[src/hw/icache_pkg.sv]
////////////////////////////////////////////////////////////
// icache shared types
// 16-bit byte address, 16-byte blocks, 64 direct-mapped lines
////////////////////////////////////////////////////////////
package icache_pkg;

  // address layout  | tag 6 | index 6 | offset 4 |
  typedef logic [15:0]  addr_t;
  typedef logic [5:0]   tag_t;
  typedef logic [5:0]   index_t;
  typedef logic [3:0]   offset_t;
  typedef logic [11:0]  blk_addr_t;  // tag and index together
  typedef logic [127:0] block_t;
  typedef logic [31:0]  instr_t;

  localparam int NUM_LINES = 64;
  localparam int NUM_BLKS  = 4096;   // 64 KB backing memory

  // highest offset whose four bytes stay inside one block
  localparam offset_t LAST_IN_BLK_OFF = 4'd12;

  // decoded fetch address
  typedef struct packed {
    tag_t    tag;
    index_t  index;
    offset_t offset;
  } fetch_addr_t;

  // refill response, ready is a one-cycle pulse
  typedef struct packed {
    logic   ready;
    block_t data;
  } mem_rsp_t;

  // memory image
  // byte at address a holds a[7:0] ^ a[15:8]
  // blocks are little-endian, offset k sits at bits 8k+7:8k

  typedef enum logic [2:0] {
    IDLE,
    FILL_REQ,
    FILL_WAIT,
    FILL_WR,
    ALIGN_CHK
  } ctrl_state_t;

endpackage

[src/hw/icache_ctrl.sv]
////////////////////////////////////////////////////////////
// icache refill controller
// miss detection, stall, memory strobe and array write timing
////////////////////////////////////////////////////////////
`timescale 1ns/1ns

module icache_ctrl (
  input  logic                i_riscv_icache_clk,
  input  logic                i_rst_n,
  input  logic                i_hit,
  input  logic                i_hit_next,
  input  icache_pkg::offset_t i_offset,
  input  logic                i_mem_ready,
  output logic                o_stall,
  output logic                o_mem_rd,
  output logic                o_arr_wr,
  output logic                o_blk_sel
);

  import icache_pkg::*;

  ctrl_state_t state;
  ctrl_state_t state_nxt;

  logic need_next;   // fetch crosses into the following block
  logic miss;

  assign need_next = i_offset > LAST_IN_BLK_OFF;
  assign miss      = !i_hit || (need_next && !i_hit_next);

  ////////////////////////////////////////////////////////////
  // state machine
  ////////////////////////////////////////////////////////////

  always_ff @(posedge i_riscv_icache_clk) begin
    if (!i_rst_n) state <= IDLE;
    else          state <= state_nxt;
  end

  always_comb begin
    state_nxt = state;
    case (state)
      IDLE: begin
        if (miss) state_nxt = FILL_REQ;
      end
      FILL_REQ: begin
        state_nxt = FILL_WAIT;        // strobe lasts one cycle
      end
      FILL_WAIT: begin
        if (i_mem_ready) state_nxt = FILL_WR;
      end
      FILL_WR: begin
        state_nxt = ALIGN_CHK;
      end
      ALIGN_CHK: begin
        // second block may still be missing
        state_nxt = miss ? FILL_REQ : IDLE;
      end
      default: state_nxt = IDLE;
    endcase
  end

  ////////////////////////////////////////////////////////////
  // outputs
  ////////////////////////////////////////////////////////////

  // stall rises in the same cycle as a missing fetch
  assign o_stall  = (state != IDLE) || miss;
  assign o_mem_rd = (state == FILL_REQ);
  assign o_arr_wr = (state == FILL_WR);

  // current block first, then the next one
  assign o_blk_sel = i_hit && need_next && !i_hit_next;

  // array write exactly one cycle after each memory answer
  a_wr_after_ready : assert property (@(posedge i_riscv_icache_clk) disable iff (!i_rst_n)
    o_arr_wr == $past(i_mem_ready));

endmodule

[config.mk]
export PLATFORM = sky130hd
export DESIGN_NAME = icache_ctrl
export DESIGN_NICKNAME = d
export VERILOG_FILES = /design/src/hw/icache_pkg.sv /design/src/hw/icache_ctrl.sv
export SDC_FILE = /design/constraint.sdc
export NUM_CORES = 1
export LEC_CHECK = 0
export BUFFER_PORTS_ARGS = -buffer_cell sky130_fd_sc_hd__buf_2
export CAP_MARGIN = 20
export CELL_PAD_IN_SITES_DETAIL_PLACEMENT = 1
export CELL_PAD_IN_SITES_GLOBAL_PLACEMENT = 1
export CORE_AREA = 3 3 40 42
export CTS_CLUSTER_DIAMETER = 30
export CTS_CLUSTER_SIZE = 40
export DETAILED_ROUTE_END_ITERATION = 8
export DIE_AREA = 0 0 43 45
export PLACE_DENSITY_LB_ADDON = 0.1
export SETUP_SLACK_MARGIN = 0.1
export SYNTH_ARGS = -nofsm -noshare
export SYNTH_HDL_FRONTEND = slang
export SYNTH_SLANG_ARGS = --single-unit
[constraint.sdc]
create_clock -name i_riscv_icache_clk -period 1.2 [get_ports i_riscv_icache_clk]
set_input_delay 0 -clock i_riscv_icache_clk [delete_from_list [all_inputs] [get_ports i_riscv_icache_clk]]
set_output_delay 0 -clock i_riscv_icache_clk [all_outputs]
set_load 0.005 [all_outputs]
==> summary.md, run 1 <==
| Metric | Value |
|---|---|
| Outcome | `completed` |
| Grt total ovfl | `0` |
| Reg area | `61.3 µm²` |
| Die Area | `1940 µm²` |
| Initial antenna violation count | `0` |
| Multi-input gate area | `93.8 µm²` |
| Setup TNS Final | `0 ns` |
| Worst hold-check path type | `in -> reg` |
| Relative slew margins | `80.5%` |
| CTS root buf | `clkbuf_4` |
| Hold path start | `i_rst_n` |
| CP endpoint kind | `primary output` |
| Placer congestion estimate | `0.641` |
| Clk pin slew, worst setup/hold paths | `0.04 ns` |
| DR WL/cell | `8.83 µm` |
| Top post-synthesis cells by area | `dfxtp_1, nor2b_1, nor3b_2` |
| Die Span Y | `45 µm` |
| ANT nets after route | `0` |
| Clock skew | `0.00359 ns` |
| Rows | `13` |
| CTS tree | `done` |
| Crit Path Max Fanout | `5` |
| Hold_ws | `0.0109 ns` |
| Fill cells | `158` |
| TritonCTS sink count | `3` |
| Setup WS pre-CTS | `0.412 ns` |
| Hold Path Cell Cnt | `2` |
| Largest register FFs | `3` |
| Nets | `47` |
| Post-synth cell types | `14` |
| Cts bufs inserted | `3` |
| Core ar. | `1280 µm²` |
| Syn Inst Count | `20` |
| Initial Util | `12.5%` |
| Vias per inst | `3.83` |
| #FFs+latches synth | `3` |
| # diodes | `0` |
| Synth Cell Area | `160 µm²` |
| Num ports | `13` |
| Post-Route Utilization | `21.9%` |
| R2R Path Start | `state[1]` |
| Critical path arrival | `0.98 ns` |
| Peak supply drop | `0.315 mV` |
| Avg Cell Area, Syn | `8.01 µm²` |
| Final period util | `81.6%` |
| Worst EP required | `1.20 ns` |
| Sequential cell area fraction in the yosys report | `37.5%` |
| Worst skew pair latency | `0.23 ns` |
| First-pass GRT wire length | `793 µm` |
| Postcts setup bufs | `0` |
| Final Hold Fails | `0` |
| Max clock buf depth | `2` |
| Area Growth Syn to Fin | `75.8%` |
| Reg with most FFs | `state` |
| Reg-to-reg endpoint | `state[0]` |
| Unrepaired setup endpoints after global routing | `false` |
| Synthesis Warnings | `0` |
| Largest net degree at the start of global routing | `6` |
| Buffers added on ports | `12` |
| GRT Overall Usage | `6.41%` |
| Critical path class | `reg -> out` |
| DRC | `0` |
| Lkg Pwr | `0.137 nW` |
| Worst R2R Path Depth | `3` |
| Setup ws final | `0.220 ns` |
| Period minus WS final | `0.980 ns` |
| Syn_nets | `29` |
| H-tree lvl count | `1` |
| # setup viols final | `0` |
| Post-synth top area cell | `dfxtp_1` |
| Crit path launch | `state[2]` |
| Slew Viols, Final | `0` |
| DRT iter0 DRCs | `3` |
| Max-Cap Viols | `0` |
| Routed WL | `459 µm` |
| Proportion of layout cells with a drive suffix above 1 | `48.6%` |
| Top cell type's share of synthesized area | `37.5%` |
| CP Launch Type | `register` |
| Die X | `43 µm` |
| First drt pass iteration count | `3` |
| Worst R2R Setup Slack | `0.41 ns` |
| Biggest regs | `state x3` |
| Max Freq | `1.02 GHz` |
| Via count | `199` |
| Actual slew at the worst max-slew pin | `0.292 ns` |
| Vias in the first global route | `204` |
| PwrDens | `1350 nW/µm²` |
| Hold EP | `state[2]` |
==> report_power, final <==
part / switching [mW] / internal (mW) / leakage, nW / total, mW
registers: 0.0155 / 0.111 / 0.0251 / 0.127
logic: 0.0298 / 0.0436 / 0.0970 / 0.0735
clock network: 0.0546 / 0.125 / 0.0150 / 0.179
==> cell type report <==
class,count,area share [%]
Clock buffer,4,9.33
Inverter,3,4.00
Multi-Input combinational cell,14,33.3
Sequential cell,3,21.8
Tap cell,15,6.67
Timing Repair Buffer,13,24.9
==> critical path, stage by stage, from the launching register on <==
cell,delay (ns)
dfxtp_2,0.34
nor3_2,0.19
nand3_1,0.09
buf_2,0.14
==> cells by family (layout without fill, tap and decap cells) <==
group / Yosys count / count (layout) / share of synthesized area, %
xor+xnor: 1 / 1 / 5.47
flops: 3 / 3 / 37.5
simple gates: 10 / 10 / 37.5
compound gates: 3 / 3 / 12.5
buf+inv: 3 / 20 / 7.03
==> per-layer routing <==
| layer | vias to the layer above | global-route usage (%) | share of wire [%] |
|---|---|---|---|
| li1 | 100 | - | - |
| met1 | 89 | 6.01 | 39 |
| met2 | 10 | 7.78 | 51 |
| met3 | 0 | 3.19 | 9.2 |
| met4 | 0 | 10.8 | 0 |
| met5 | - | 0 | 0 |
==> metrics by stage <==
stage          area [µm²]  cells  total power, mW
2_1_floorplan         160     20            0.164
3_3_place_gp          239     47            0.198
3_5_place_dp          239     47            0.198
4_1_cts               275     52            0.388
5_1_grt               282     52            0.432
6_report              282     52            0.380
==> repair_timing <==
item                                    CTS  global route
hold endpoints to repair                  1             0
gates resized for setup                   0             2
endpoints found under the setup margin    0             1
hold buffers                              1             0
==> cell usage after synthesis <==
master and instances:
a31oi_1 1, nand2_1 1, o2111ai_1 1, dfxtp_1 3, inv_1 3, xnor2_1 1, nor3b_1 1, nor2b_1 2
nand3_1 1, nor2_1 2, o21ai_1 1, nor3b_2 1, and2_1 1, nor3_1 1
==> worst max path at each step <==
stage	to	slack (ns)
2_1_floorplan	state[2]	0.46
3_3_place_gp	o_stall	0.41
3_5_place_dp	o_stall	0.41
4_1_cts	o_stall	0.14
5_1_grt	o_mem_rd	0.11
6_report	o_stall	0.22
==> layout by cell type, fill, tap and decap left out, drive strengths merged <==
cell type	count
nor2b	2
dlygate4sd3	1
xnor2	1
nand2	1
o21ai	1
clkbuf	4
and2	1
nor2	2
dfxtp	3
nand3	1
nor3	1
inv	3
buf	12
a31oi	1
nor3b	2
o2111ai	1
(Power assumes the default switching activity.)
==> inputs of run 2 (changes only) <==
- ABC_AREA: default -> 1
- clock period: 1.2 -> 1 ns (I/O delays scaled with it)
==> run 2 against run 1 <==
Net effect:
- synthesized cell count grew 55%
- worst hold slack better by 0.026 ns
- routed wire length rose by 28%
- first-iteration DRC count down 33%
- non-clock buffer count is 1 higher
- largest cell class unchanged
- largest power group unchanged
==> summary.md, run 2 <==
| Metric | Value |
|---|---|
| Core ar. | `1280 µm²` |
| Most common cell in the netlist | `inv_1` |
| Delay of the slowest cell on the worst path | `0.32 ns` |
| Rows | `13` |
| Top cell type's share of synthesized area | `30.6%` |
| Post-synth cell types | `10` |
| Design Power | `0.521 mW` |
| Biggest regs | `state x3` |
| Post-synth top area cell | `dfxtp_1` |
| TritonCTS sink count | `3` |
| Reg area | `62.6 µm²` |
| Post-Route Utilization | `24.8%` |
| Async set or reset register ratio after synthesis | `0%` |
| Critical path arrival | `0.97 ns` |
| Proportion of layout cells with a drive suffix above 1 | `55.1%` |
| # setup viols final | `0` |
| Avg Cell Area, Syn | `6.34 µm²` |
| Syn_nets | `40` |
| Synth Cell Area | `196 µm²` |
| Unrepaired setup endpoints after global routing | `true` |
| PwrDens | `1630 nW/µm²` |
| Placer congestion estimate | `0.644` |
| Crit Path Max Fanout | `3` |
| Top post-synthesis cells by area | `dfxtp_1, nand3_2, inv_1` |
| CTS root buf | `clkbuf_4` |
| Peak supply drop | `0.506 mV` |
| CP Launch Type | `register` |
| DRC | `0` |
| Critical path class | `reg -> out` |
| CTS Hold Buffers Added | `0` |
| Period minus WS final | `0.973 ns` |
| Reg with most FFs | `state` |
| Max clock buf depth | `2` |
| H-tree lvl count | `1` |
| Final Cell Area | `319 µm²` |
| Buffers added on ports | `12` |
| Num ports | `13` |
| Initial antenna violation count | `0` |
| Largest register FFs | `3` |
| Syn Inst Count | `31` |
| Critical path's slowest cell | `dfxtp_2` |
| Via count | `246` |
| Multi-input gate area | `106 µm²` |
| ANT nets after route | `0` |
| Die X | `43 µm` |
| First-pass GRT wire length | `979 µm` |
| Initial Util | `15.3%` |
| CTS tree | `done` |
| Worst EP required | `1.00 ns` |
| DRT iter0 DRCs | `2` |
| Relative slew margins | `85.8%` |
| Post-synth EDFFs | `0` |
| Final Hold Fails | `0` |
| Most frequent cells in the layout | `buf_2, inv_1, nand2_1, nor2_1` |
| Grt total ovfl | `0` |
| Clk pin slew, worst setup/hold paths | `0.04 ns` |
| Vias in the first global route | `271` |
| Cts bufs inserted | `3` |
| Die Area | `1940 µm²` |
| GRT Overall Usage | `6.82%` |
| Most common cell after layout, fill and taps aside | `buf_2` |
| Lkg Pwr | `0.184 nW` |
| Hpwl dp | `507 µm` |
| DP Area | `275 µm²` |
| Actual slew at the worst max-slew pin | `0.212 ns` |
| First drt pass iteration count | `2` |
| Nets | `59` |
| DR WL/cell | `9.20 µm` |
| Vias per inst | `3.84` |
| Slew Viols, Final | `0` |
| Largest net degree at the start of global routing | `7` |
| Die Span Y | `45 µm` |
| Synthesis Warnings | `0` |
| Clock skew | `0.00266 ns` |
| #FFs+latches synth | `3` |
| Worst hold-check path type | `in -> reg` |
| Outcome | `completed` |
| Sequential cell area fraction in the yosys report | `30.6%` |
| Max Freq | `1.03 GHz` |
| Predominant post-synthesis flop cell | `dfxtp_1` |
| Setup TNS Final | `0 ns` |
| # diodes | `0` |
| Fill cells | `172` |
| Worst skew pair latency | `0.23 ns` |
| Final period util | `97.3%` |
| Area Growth Syn to Fin | `62.4%` |
| Routed WL | `589 µm` |
| Synth top cells by count | `inv_1, nand2_1, nor2_1` |
| Max-Cap Viols | `0` |
| CP endpoint kind | `primary output` |
| Critical-path cell list | `inv_2, nand2_2, nor2_2, nand3_2, buf_2` |
[run 2: cell types whose count changed after synthesis, moves of 2 or more]
cell	previous run	this run
inv_1	3	6
nor2_2	0	2
nand3_2	0	3
nand2_1	1	5
nor2b_1	2	0
nor3_1	1	3
nor2_1	2	5
inv_2	0	2
[run 2: cell type report]
class | instances | share of cell area, %
Clock buffer | 4 | 8.24
Sequential cell | 3 | 19.6
Timing Repair Buffer | 14 | 23.5
Inverter | 8 | 9.41
Multi-Input combinational cell | 20 | 33.3
Tap cell | 15 | 5.88
[run 2: cell families after synthesis]
kind of cell           share of synthesized area (%)
AOI/OAI and AO/OA                               2.55
buffers and inverters                           15.3
DFF                                             30.6
and+or+nand+nor                                 51.6
[run 2: worst paths after layout]
| check | from | endpoint | slack [ns] | cells after the start |
|---|---|---|---|---|
| worst max-delay path | state[1] | o_stall | 0.03 | 5 |
| worst min-delay path | i_rst_n | state[0] | 0.04 | 3 |
| worst max register to register | state[1] | state[0] | 0.04 | 7 |
| worst min register to register | state[1] | state[2] | 0.53 | 2 |
[run 2: timing repair]
item / 4_1_cts / 5_1_grt
cloned: 0 / 0
endpoints found under the setup margin: 3 / 4
buffers inserted: 2 / 0
pin swaps: 3 / 1
gates resized for setup: 2 / 0
[run 2: report_power, final]
part	total, mW	internal (mW)	switching, mW	leakage (nW)
clock	0.205	0.149	0.0555	0.0150
combinational	0.160	0.0756	0.0842	0.143
sequential	0.157	0.140	0.0163	0.0253
total	0.521	0.365	0.156	0.184
[run 2: stage by stage]
stage / worst slack [ns] / instances / hold slack, ns
after floorplan: 0.183 / 31 / 0.0667
after global placement: 0.137 / 58 / 0.271
after detailed placement: 0.131 / 58 / 0.280
after CTS: 0.00114 / 64 / 0.0336
after global routing: -0.0464 / 64 / 0.0465
final: 0.0272 / 64 / 0.0364
[run 2: worst max-delay path, delay by kind of cell, from the launching register on]
family        cells  cell delay (ns)
flops             1             0.32
simple gates      3             0.24
buf+inv           2             0.19
[run 2: metal layers]
metal | share of wire, % | GRT usage [%] | vias up | wire, µm
li1 | - | - | 128 | -
met1 | 37 | 6.47 | 108 | 219
met2 | 54 | 13.5 | 10 | 321
met3 | 8.0 | 1.59 | 0 | 47
met4 | 0 | 3.61 | 0 | 0
met5 | 0 | 0 | - | 0
