==> config.mk <==
export PLATFORM = sky130hd
export DESIGN_NAME = icache_tag_array
export DESIGN_NICKNAME = d
export VERILOG_FILES = /design/src/hw/icache_pkg.sv /design/src/hw/icache_tag_array.sv
export SDC_FILE = /design/constraint.sdc
export NUM_CORES = 1
export LEC_CHECK = 0
export BUFFER_PORTS_ARGS = -buffer_cell sky130_fd_sc_hd__clkbuf_2
export CAP_MARGIN = 5
export CORE_ASPECT_RATIO = 1.25
export CORE_MARGIN = 1
export CORE_UTILIZATION = 50
export DETAILED_ROUTE_END_ITERATION = 16
export PLACE_DENSITY = 0.66
export REMOVE_ABC_BUFFERS = 1
export SYNTH_ARGS = -nofsm -noshare
export SYNTH_HDL_FRONTEND = slang
export SYNTH_SLANG_ARGS = --single-unit
==> constraint.sdc <==
create_clock -name i_riscv_icache_clk -period 3.05 [get_ports i_riscv_icache_clk]
set_input_delay 0.305 -clock i_riscv_icache_clk [delete_from_list [all_inputs] [get_ports i_riscv_icache_clk]]
set_output_delay 0.305 -clock i_riscv_icache_clk [all_outputs]
set_load 0.01 [all_outputs]
==> src/hw/icache_pkg.sv <==
////////////////////////////////////////////////////////////
// icache shared types
// 16-bit byte address, 16-byte blocks, 64 direct-mapped lines
////////////////////////////////////////////////////////////
package icache_pkg;

  // address layout  | tag 6 | index 6 | offset 4 |
  typedef logic [15:0]  addr_t;
  typedef logic [5:0]   tag_t;
  typedef logic [5:0]   index_t;
  typedef logic [3:0]   offset_t;
  typedef logic [11:0]  blk_addr_t;  // tag and index together
  typedef logic [127:0] block_t;
  typedef logic [31:0]  instr_t;

  localparam int NUM_LINES = 64;
  localparam int NUM_BLKS  = 4096;   // 64 KB backing memory

  // highest offset whose four bytes stay inside one block
  localparam offset_t LAST_IN_BLK_OFF = 4'd12;

  // decoded fetch address
  typedef struct packed {
    tag_t    tag;
    index_t  index;
    offset_t offset;
  } fetch_addr_t;

  // refill response, ready is a one-cycle pulse
  typedef struct packed {
    logic   ready;
    block_t data;
  } mem_rsp_t;

  // memory image
  // byte at address a holds a[7:0] ^ a[15:8]
  // blocks are little-endian, offset k sits at bits 8k+7:8k

  typedef enum logic [2:0] {
    IDLE,
    FILL_REQ,
    FILL_WAIT,
    FILL_WR,
    ALIGN_CHK
  } ctrl_state_t;

endpackage

==> src/hw/icache_tag_array.sv <==
////////////////////////////////////////////////////////////
// icache tag array
// 64 tags plus valid bits, hit lookup for current and next block
////////////////////////////////////////////////////////////
`timescale 1ns/1ns

module icache_tag_array (
  input  logic               i_riscv_icache_clk,
  input  logic               i_rst_n,
  input  icache_pkg::tag_t   i_tag,
  input  icache_pkg::index_t i_index,
  input  icache_pkg::tag_t   i_tag_next,
  input  icache_pkg::index_t i_index_next,
  input  logic               i_wr,
  input  logic               i_wr_sel,      // 1 writes the next block's line
  output logic               o_hit,
  output logic               o_hit_next
);

  import icache_pkg::*;

  tag_t                 tags [NUM_LINES];
  logic [NUM_LINES-1:0] valid;

  tag_t   wr_tag;
  index_t wr_index;

  assign wr_tag   = i_wr_sel ? i_tag_next   : i_tag;
  assign wr_index = i_wr_sel ? i_index_next : i_index;

  ////////////////////////////////////////////////////////////
  // storage
  ////////////////////////////////////////////////////////////

  always_ff @(posedge i_riscv_icache_clk) begin
    if (!i_rst_n) begin
      valid <= '0;
    end else if (i_wr) begin
      valid[wr_index] <= 1'b1;
    end
  end

  always_ff @(posedge i_riscv_icache_clk) begin
    if (i_wr) tags[wr_index] <= wr_tag;
  end

  ////////////////////////////////////////////////////////////
  // lookup
  ////////////////////////////////////////////////////////////

  assign o_hit      = valid[i_index]      && (tags[i_index] == i_tag);
  assign o_hit_next = valid[i_index_next] && (tags[i_index_next] == i_tag_next);

endmodule

==> results of run 1 <==
[stage by stage]
stage | total power [uW] | setup TNS [ns] | hold WS, ns | worst slack, ns
2_1_floorplan | 7530 | 0 | 0.4228 | 0.5797
3_3_place_gp | 8271 | -0.6959 | 0.4595 | -0.4871
3_5_place_dp | 8289 | -0.6427 | 0.4708 | -0.4370
4_1_cts | 13770 | -0.9204 | 0.3163 | -0.5196
5_1_grt | 14100 | -0.9727 | 0.3538 | -0.5363
6_report | 13770 | -0.6904 | 0.3271 | -0.3827
[registers in the layout, summed over array words and instances, names as in the netlist]
signal,cells
valid,64
tags,384
[worst max-delay path: cells and delay by family (launching register included)]
family                 cells  cell delay [ns]
AO/OA/AOI/OAI              3             0.46
buffers and inverters      1             0.19
flip-flops                 1             0.40
multiplexers               3             1.25
AND/OR/NAND/NOR            1             0.28
[timing repair]
action                     in CTS  in global routing
setup endpoints to repair       2                  2
hold buffers                    0                  0
buffers inserted                7                  2
resized for setup              15                 23
pin swaps                       7                 14
[cell usage after synthesis, types with 10 or more instances]
cell	count
a211oi_1	14
a21oi_1	13
a22o_1	10
a22oi_1	10
buf_1	12
buf_2	15
buf_4	12
buf_6	12
clkbuf_1	34
dfxtp_1	64
edfxtp_1	384
mux2_2	15
mux2i_1	45
mux4_2	229
nand2_1	41
nand3_1	12
nor2_1	83
o21a_1	64
o21ai_0	11
o22ai_1	17
xor2_1	10
[path summary, 6_finish.rpt]
kind               start        end  slack, ns  cells past startpoint
min reg2reg    valid[18]  valid[18]       0.48                      1
max          tags[55][5]      o_hit      -0.38                      8
min              i_rst_n  valid[27]       0.33                      2
max reg2reg    valid[53]  valid[53]       2.43                      1
[area by class of cell]
type	count	area, um2
flip-flops and latches	448	12810
clock buffers	60	1232
clock inverters	20	224.0
repair buffers	248	2034
fillers	3040	16840
well taps	559	699.4
inverters	3	11.26
multi-input cells	660	8288
[logic make-up after synthesis]
family | count (synthesis) | share of synthesized area, %
AO/OA/AOI/OAI | 164 | 5.527
XOR/XNOR | 19 | 0.7771
buffers and inverters | 90 | 2.401
flip-flops | 448 | 59.83
multiplexers | 294 | 27.59
AND/OR/NAND/NOR | 183 | 3.874
[per-layer routing]
| metal | vias to the layer above | GRT usage [%] | wire (um) |
|---|---|---|---|
| met2 | 718 | 50.55 | 31990 |
| met3 | 157 | 3.726 | 4406 |
| met4 | 2 | 14.42 | 3269 |
| met5 | - | 0 | 13 |
| li1 | 5447 | - | - |
| met1 | 6901 | 36.77 | 22920 |
[power by group]
group / switching (uW) / internal [uW]
sequential: 27.6 / 6750
clock: 2280 / 3250
combinational: 819 / 642
==> metrics.md, run 1 <==
| Metric | Value |
|---|---|
| Die Ht | 233.4 um |
| Placed Area | 23590 um2 |
| Max H-tree Level | 2 |
| Outcome | complete, but fails checks |
| HPWL after detailed placement | ~44 mm |
| Drt via density | 6.619 |
| Setup violations, final | 2 |
| Routed WL | 62.60 mm |
| Num CTS Buffers | 44 |
| Slew headroom | between 10% and 20% |
| Final period util | 112.5% |
| Largest net degree at the start of global routing | 65 |
| Post-synth top area cell | edfxtp_1 |
| Max incr delay on CP | about 0.54 ns |
| DRC | 0 |
| Drt first pass iters | 5 |
| Yosys cell types | 49 |
| Hold Path Class | in -> reg |
| ANT cells | 0 |
| Dpl cells | 1910 |
| Worst path cell trace | mux4_2 > mux4_2 > mux2i_4 > o22ai_2 > a211oi_2 > a31oi_2 > nor4_4 > buf_2 |
| Detailed-route wire length per cell | 31.33 um |
| RSZ-0062 raised after global routing | yes |
| Finished Layout Cells | between 1500 and 2000 |
| Crit. End Element | output port |
| First-pass GRT wire length | 91.11 mm |
| Seq/Total Area, Yosys | 59.83% |
| Clk_lat worst skew | 0.56 ns |
| GPL Wtd Cong | between 0.9 and 1 |
| Final ANT Viol Nets | 0 |
| Grt ovf | 0 |
| Post-Syn Area | 21410 um2 |
| Critical path's slowest cell | mux4_2 |
| Via Count | 13225 |
| Vias in the first global route | 13501 |
| Cell area power density | 544.2 nW/um2 |
| Most frequent CP cell | mux4_2 |
| Max Slew Vio Count | 0 |
| Ys async rst share | 0% |
| Worst slew pin tran | 1.283 ns |
| Worst Path Required | 2.74 ns |
| CTS tree | built |
| Final core occ | between 60% and 70% |
| Syn avg cell area | 17.88 um2 |
| Max Root-Sink Buffers | 3 |
| Worst-path clk slew | 0.06 ns |
| Commonest non-fill, non-tap cell in the layout | edfxtp_1 |
| Commonest non-fill, non-tap cells in the layout | edfxtp_1 (384), mux4_2 (232), buf_4 (203), nor2_1 (83) |
| Total GRT Usage | between 20% and 30% |
| Final Hold Viols | 0 |
| Die width | 187.1 um |
| Crit path max fanout | 2 |
| Ports | 30 |
| Critical path type | reg -> out |
| Row count | 84 |
| Post-synth top flop | edfxtp_1 |
| VDD IR max | about 0.43 mV |
| Leak Pwr | approximately 0.0085 uW |
| Iteration-0 DRC Markers | 1487 |
| Final instance area | roughly 25000 um2 |
| CTS sink count | between 400 and 500 |
| Initial core utilization | just over 50% |
| Synth area leaders | edfxtp_1 (54%), mux4_2 (24%), dfxtp_1 (6.0%) |
| Area growth syn-to-layout | 18.15% |
| Port Buf Inserts | 29 |
| Die Footprint | around 44000 um2 |
| Clock tree root driver cell | clkbuf_16 |
| Max-cap check violation count | 0 |
| Initial antenna violation count | 1 |
| EDFF count, synth | 384 |
| CP arrival | roughly 3.1 ns |
| Flip-flop and latch count after synthesis | 448 |
| Layout cells sized above 1 | 40.79% |
| Synth top area share | 53.85% |
| F_max | 291.3 MHz |
| Failing checks | negative setup slack |
| Clock Skews | 0 ns |
| Yosys warns | 0 |
| Crit start category | flip-flop |
| Setup ws final | -0.3827 ns |
| Min Tclk post-route | 3.433 ns |
| Total Nets Final | 1433 |
| Core ar. | approximately 42000 um2 |
| Syn Inst Count | 1198 |
No activity file was read; power rests on OpenSTA's default activity.
==> run 2: changes to the inputs <==
- ABC_AREA: not set -> 1
- ABC_CLOCK_PERIOD_IN_PS: not set -> 3050
==> run 2 against run 1 <==
  * The run now ends clean
  * Area after synthesis is 9.1% higher
  * Sequential share of layout area is 1.8 points lower
  * Worst hold slack better by 0.014 ns
  * Count of clock-buffer cells in the layout is 9 higher
  * Design area is 3.8% higher
  * Clock power is 5.1% higher
  * Final cell count is 76% higher
  * Synthesized cell count is 140% higher
  * Non-clock buffer count is 83 lower
  * Clock skew stayed put
  * Via count is 63% higher
  * Largest cell class unchanged
  * Highest routed layer unchanged
==> metrics.md, run 2 <==
| Metric | Value |
|---|---|
| Flip-flop and latch count after synthesis | 448 |
| Core ar. | between 40000 and 50000 um2 |
| Worst hold path depth | 3 |
| Vias in the first global route | roughly 20000 |
| GPL Wtd Cong | approximately 0.96 |
| Max H-tree Level | 2 |
| Seq/Total Area, Yosys | 54.86% |
| RSZ-0062 raised after global routing | no |
| CTS sink count | about 450 |
| Post-Synth Adder-Cell Area | 0% |
| Syn Inst Count | around 2900 |
| Fillers | between 3000 and 4000 |
| Final Hold Viols | 0 |
| Grt ovf | 0 |
| Via Count | 21513 |
| First-pass GRT wire length | about 120 mm |
| Synth area leaders | edfxtp_1 (49%), nand2_1 (19%), nand3_1 (16%) |
| Post-Syn Area | approximately 23000 um2 |
| Critical path type | reg -> out |
| Worst R2R End | valid[29] |
| Leak Pwr | 0.01050 uW |
| Worst-path clk slew | 0.06 ns |
| Port Buf Inserts | 29 |
| Drt via density | 6.105 |
| Outcome | completed |
| Post-synthesis compound-gate area fraction | 0.3750% |
| Critical path destination | o_hit_next |
| Initial core utilization | between 50% and 60% |
| # Post-CTS Setup Buffers | 0 |
| Syn avg cell area | 8.096 um2 |
| Die Ht | 243.6 um |
| Die width | around 200 um |
| Post-CTS sizing | 0 |
| Die Footprint | 47590 um2 |
| Crit path max fanout | 2 |
| Detailed-route wire length per cell | 22.76 um |
| Routed WL | ~80 mm |
| Largest net degree at the start of global routing | 83 |
| Worst Setup SP | tags[43][5] |
| Synth top area share | around half |
| Clock tree root driver cell | clkbuf_16 |
| Crit. End Element | output port |
| Reg2Reg Depth | 2 |
| Drt first pass iters | 7 |
| Commonest non-fill, non-tap cell in the layout | nand2_1 |
| Slew headroom | between 40% and 50% |
| Final period util | 94.17% |
| Worst slew pin tran | between 0.8 and 0.9 ns |
| Total GRT Usage | 33.79% |
| Max-cap check violation count | 0 |
| Power after layout | 14340 uW |
| Ports | 30 |
| Layout cells sized above 1 | 9.289% |
| Clock Skews | 0 ns |
| Initial antenna violation count | 2 |
| Num CTS Buffers | 47 |
| CP arrival | approximately 2.6 ns |
| Setup violations, final | 0 |
| Yosys warns | 0 |
| Yosys cell types | 22 |
| Most common cell in the synthesized netlist | nand2_1 |
| Synth Area in Simple Gates | 39.09% |
| Post-synthesis mux area share | 0% |
| Area growth syn-to-layout | 12.41% |
| Max FFs per register | 384 |
| Total Nets Final | 2929 |
| DRC | 0 |
| Biggest register | tags |
| Max Root-Sink Buffers | 3 |
| Synth top cells by count | nand2_1 (1177), nand3_1 (761), edfxtp_1 (384) |
| Synth Area in XOR/XNOR | 0% |
| Commonest non-fill, non-tap cells in the layout | nand2_1 (1177), nand3_1 (761), edfxtp_1 (384), nor2_1 (217), buf_4 (100) |
| Final core occ | between 50% and 60% |
| Hold Path Class | in -> reg |
| Biggest registers after layout | tags x384, valid x64 |
| HPWL after detailed placement | 50.94 mm |
| R2r setup slk | 2.35 ns |
| Cell area power density | 546.3 nW/um2 |
| Worst Path Required | approximately 2.7 ns |
| Ys async rst share | 0% |
| Hold buffers post-CTS | 0 |
| ANT cells | 0 |
| Worst reg2reg path startpoint | valid[29] |
| EDFF count, synth | 384 |
| F_max | 348.2 MHz |
| CTS tree | built |
| Min Tclk post-route | 2.872 ns |
| Max Slew Vio Count | 0 |
| VDD IR max | 0.4450 mV |
| Largest family of logic cells by synthesized area | simple AND/OR/NAND/NOR gates |
| Clk_lat worst skew | 0.59 ns |
| Post-synth top area cell | edfxtp_1 |
| Iteration-0 DRC Markers | 3356 |
| Final ANT Viol Nets | 0 |
| Row count | 88 |
| Post-synth top flop | edfxtp_1 |
| Crit start category | flip-flop |
run 2: cell count changes after synthesis, moves of 33 or more:
| cell | change |
|---|---|
| buf_2 | +79 |
| nand3_1 | +749 |
| nor2_1 | +134 |
| mux2i_1 | -45 |
| inv_1 | +33 |
| o21a_1 | -64 |
| mux4_2 | -229 |
| nand2_1 | +1136 |
run 2: stage by stage:
stage                     hold WS (ns)  setup TNS (ns)  setup WS (ns)  cells  cell area (um2)
after detailed placement        0.4824               0         0.2724   3437            24710
final                           0.3416               0         0.1777   3524            26260
after floorplan                 0.4627         -199.47        -0.5294   2687            22240
after CTS                       0.3034               0         0.2345   3524            26260
after global placement          0.4732               0         0.3172   3437            24710
after global routing            0.3528               0        0.01627   3524            26260
run 2: cell type report:
class | count | area (um2) | area share (%)
Sequential cell | 448 | 12810 | 48.80
Multi-Input combinational cell | 2184 | 9284 | 35.36
Timing Repair Buffer | 165 | 1659 | 6.319
Clock buffer | 69 | 1341 | 5.109
Tap cell | 585 | 732.0 | 2.788
Inverter | 55 | 221.5 | 0.8435
Clock inverter | 18 | 205.2 | 0.7815
run 2: where the power goes:
part	switching [uW]	internal (uW)	leakage (uW)
logic	1260	495	0.00589
registers	31.1	6750	0.00385
clock network	2410	3400	0.000756
run 2: worst min path at each step:
stage | start | to | slack [ns]
3_5_place_dp | valid[3] | valid[3] | 0.48
5_1_grt | i_rst_n | valid[43] | 0.35
6_report | i_rst_n | valid[40] | 0.34
4_1_cts | i_rst_n | valid[40] | 0.30
3_3_place_gp | valid[43] | valid[43] | 0.47
2_1_floorplan | valid[11] | valid[11] | 0.46
run 2: critical path, cell delays in order, from the launching register on:
cell,delay (ns)
edfxtp_1,0.39
nand2_1,0.07
nand3_1,0.08
nand3_1,0.11
nand2_1,0.08
nand2_1,0.06
nand3_1,0.18
nand3_1,0.22
nand2_1,0.07
nand2_1,0.06
nand2_1,0.04
nor2_1,0.09
nand2_1,0.06
nor2_1,0.27
clkbuf_2,0.20
run 2: per-layer routing:
layer,wire length (um),track usage [%],up-vias,share of wire [%]
li1,-,-,9670,-
met1,29880,44.12,10149,37
met2,37950,54.56,1431,47
met3,8519,5.592,259,11
met4,3837,16.72,4,4.8
met5,23,0,-,0.029
run 2: kinds of logic after synthesis:
family                 Yosys count
buffers and inverters          253
and+or+nand+nor               2168
DFF                            448
AOI/OAI and AO/OA               16
==> run 3: changes to the inputs <==
- CORE_UTILIZATION: 50 -> 45
- PLACE_DENSITY: 0.66 -> not set
==> run 3 against run 2 <==
  * Worst setup slack lost 0.045 ns
  * Global-route usage shrank 2.9 points
  * Total power shrank 0.23%
  * Non-clock buffer count grew 3
  * Final cell count grew 2.3%
  * Fmax shrank 1.5%
  * Largest power group unchanged
  * Highest routed layer is now met4
==> metrics.md, run 3 (synthesized netlist as in run 2, its figures left out) <==
| Metric | Value |
|---|---|
| DRC | 0 |
| Leak Pwr | 0.01052 uW |
| R2r setup slk | 2.39 ns |
| Worst slew pin tran | 0.9528 ns |
| Ports | 30 |
| Min Tclk post-route | 2.917 ns |
| Clk_lat worst skew | 0.59 ns |
| Crit start category | primary input |
| CTS sink count | 448 |
| Largest net degree at the start of global routing | 67 |
| Setup violations, final | 0 |
| HPWL after detailed placement | 51.53 mm |
| F_max | 342.8 MHz |
| Origin of the worst min-delay path | i_rst_n |
| Via Count | approximately 21000 |
| Routed WL | 81.39 mm |
| # Post-CTS Setup Buffers | 0 |
| Total Nets Final | 2932 |
| Reg2Reg Depth | 2 |
| Initial antenna violation count | 0 |
| Commonest non-fill, non-tap cell in the layout | nand2_1 |
| VDD IR max | a little under 0.4 mV |
| Fillers | ~4700 |
| First-pass GRT wire length | 122.1 mm |
| Crit path max fanout | 24 |
| RSZ-0062 raised after global routing | no |
| Vias in the first global route | 20547 |
| Die Footprint | 52820 um2 |
| Row count | 93 |
| Critical path destination | o_hit |
| Critical path type | in -> out |
| Detailed-route wire length per cell | 22.57 um |
| Core ar. | just over 50000 um2 |
| Worst path cell trace | buf_6 > inv_6 > buf_12 > nand2_1 > nand3_1 > nand3_1 > nand2_1 > nand2_1 > nand3_1 > nand3_2 > nand2_1 > nand2_1 > nand2_1 > nand3_1 > nor2_2 > clkbuf_2 |
| Setup TNS | 0 ns |
| Total GRT Usage | 30.86% |
| Hold Path Class | in -> reg |
| CP arrival | ~2.6 ns |
| Cell area power density | between 500 and 600 nW/um2 |
| Worst R2R End | valid[43] |
| Max FFs per register | 384 |
| Commonest non-fill, non-tap cells in the layout | nand2_1 (1177), nand3_1 (760), edfxtp_1 (384), nor2_1 (216), buf_4 (100) |
| Area growth syn-to-layout | 12.98% |
| Hold buffers post-CTS | 0 |
| Outcome | completed |
| Initial core utilization | a little under half |
| Iteration-0 DRC Markers | 2556 |
| Final ANT Viol Nets | 0 |
| Biggest registers after layout | tags x384, valid x64 |
| Most frequent CP cell | nand2_1 |
| Worst Path Required | 2.74 ns |
| Die width | 205.8 um |
| Die Ht | 256.7 um |
| Num CTS Buffers | 47 |
| Slew headroom | a little over a third |
| Max incr delay on CP | 0.24 ns |
| Drt via density | roughly 6 |
| Worst-path clk slew | 0.06 ns |
| Final Hold Viols | 0 |
| Clock Skews | 0 ns |
| Port Buf Inserts | 29 |
| Worst reg2reg path startpoint | valid[43] |
| Max Root-Sink Buffers | 3 |
| Worst Setup SP | i_index[0] |
| Max-cap check violation count | 0 |
| Drt first pass iters | 6 |
| Grt ovf | 0 |
| Power after layout | around 14000 uW |
| Final period util | 95.65% |
| Critical path's slowest cell | inv_6 |
| Biggest register | tags |
| ANT cells | 0 |
| Worst hold path depth | 3 |
| GPL Wtd Cong | 0.9598 |
| Max H-tree Level | 2 |
| Crit. End Element | output port |
| Layout cells sized above 1 | 9.453% |
| CTS tree | built |
| Clock tree root driver cell | clkbuf_16 |
| Max Slew Vio Count | 0 |
==> run 3: where the power goes <==
part / total (uW) / internal, uW / switching, uW
clock network: 5770 / 3340 / 2430
logic: 1760 / 504 / 1260
registers: 6780 / 6750 / 30.6
total: 14300 / 10600 / 3720
==> run 3: routing by layer <==
metal / share of wire, % / vias up / global-route usage (%)
met5: 0 / - / 0
met4: 4.4 / 0 / 14.28
met3: 10 / 237 / 5.974
met2: 48 / 1266 / 50.98
met1: 37 / 10184 / 38.72
li1: - / 9689 / -
==> run 3: worst min-delay path by stage <==
stage / end / slack, ns
finish: valid[40] / 0.32
detailed placement: valid[56] / 0.49
global placement: valid[15] / 0.47
global route: valid[0] / 0.34
floorplan: valid[11] / 0.46
CTS: valid[40] / 0.32
==> run 3: timing repair <==
| item | in CTS | in global routing |
|---|---|---|
| gates resized for setup | 0 | 3 |
| endpoints found under the hold margin | 0 | 0 |
| endpoints found under the setup margin | 0 | 1 |
==> run 3: layout make-up <==
class	instances	area [um2]	share of cell area, %
clock inverters	22	210.2	0.7966
repair buffers	168	1710	6.482
well taps	665	832.0	3.153
clock buffers	64	1310	4.964
multi-input cells	2184	9291	35.21
inverters	55	221.5	0.8393
flip-flops and latches	448	12810	48.55
==> run 3: worst max-delay path: cells and delay by family <==
family | cells | cell delay [ns]
and+or+nand+nor | 12 | 1.47
buffers and inverters | 4 | 0.76
==> run 3: through the flow <==
step / instances / hold slack [ns] / cell area, um2 / setup slack [ns] / util (%)
finish: 3606 / 0.3223 / 26390 / 0.1326 / 51.31
global route: 3606 / 0.3362 / 26390 / 0.03027 / 51.31
CTS: 3605 / 0.3230 / 26360 / 0.1155 / 51.25
detailed placement: 3519 / 0.4879 / 24840 / 0.1445 / 48.29
global placement: 3519 / 0.4718 / 24840 / 0.1453 / 48.29
floorplan: 2687 / 0.4627 / 22240 / -0.5294 / -
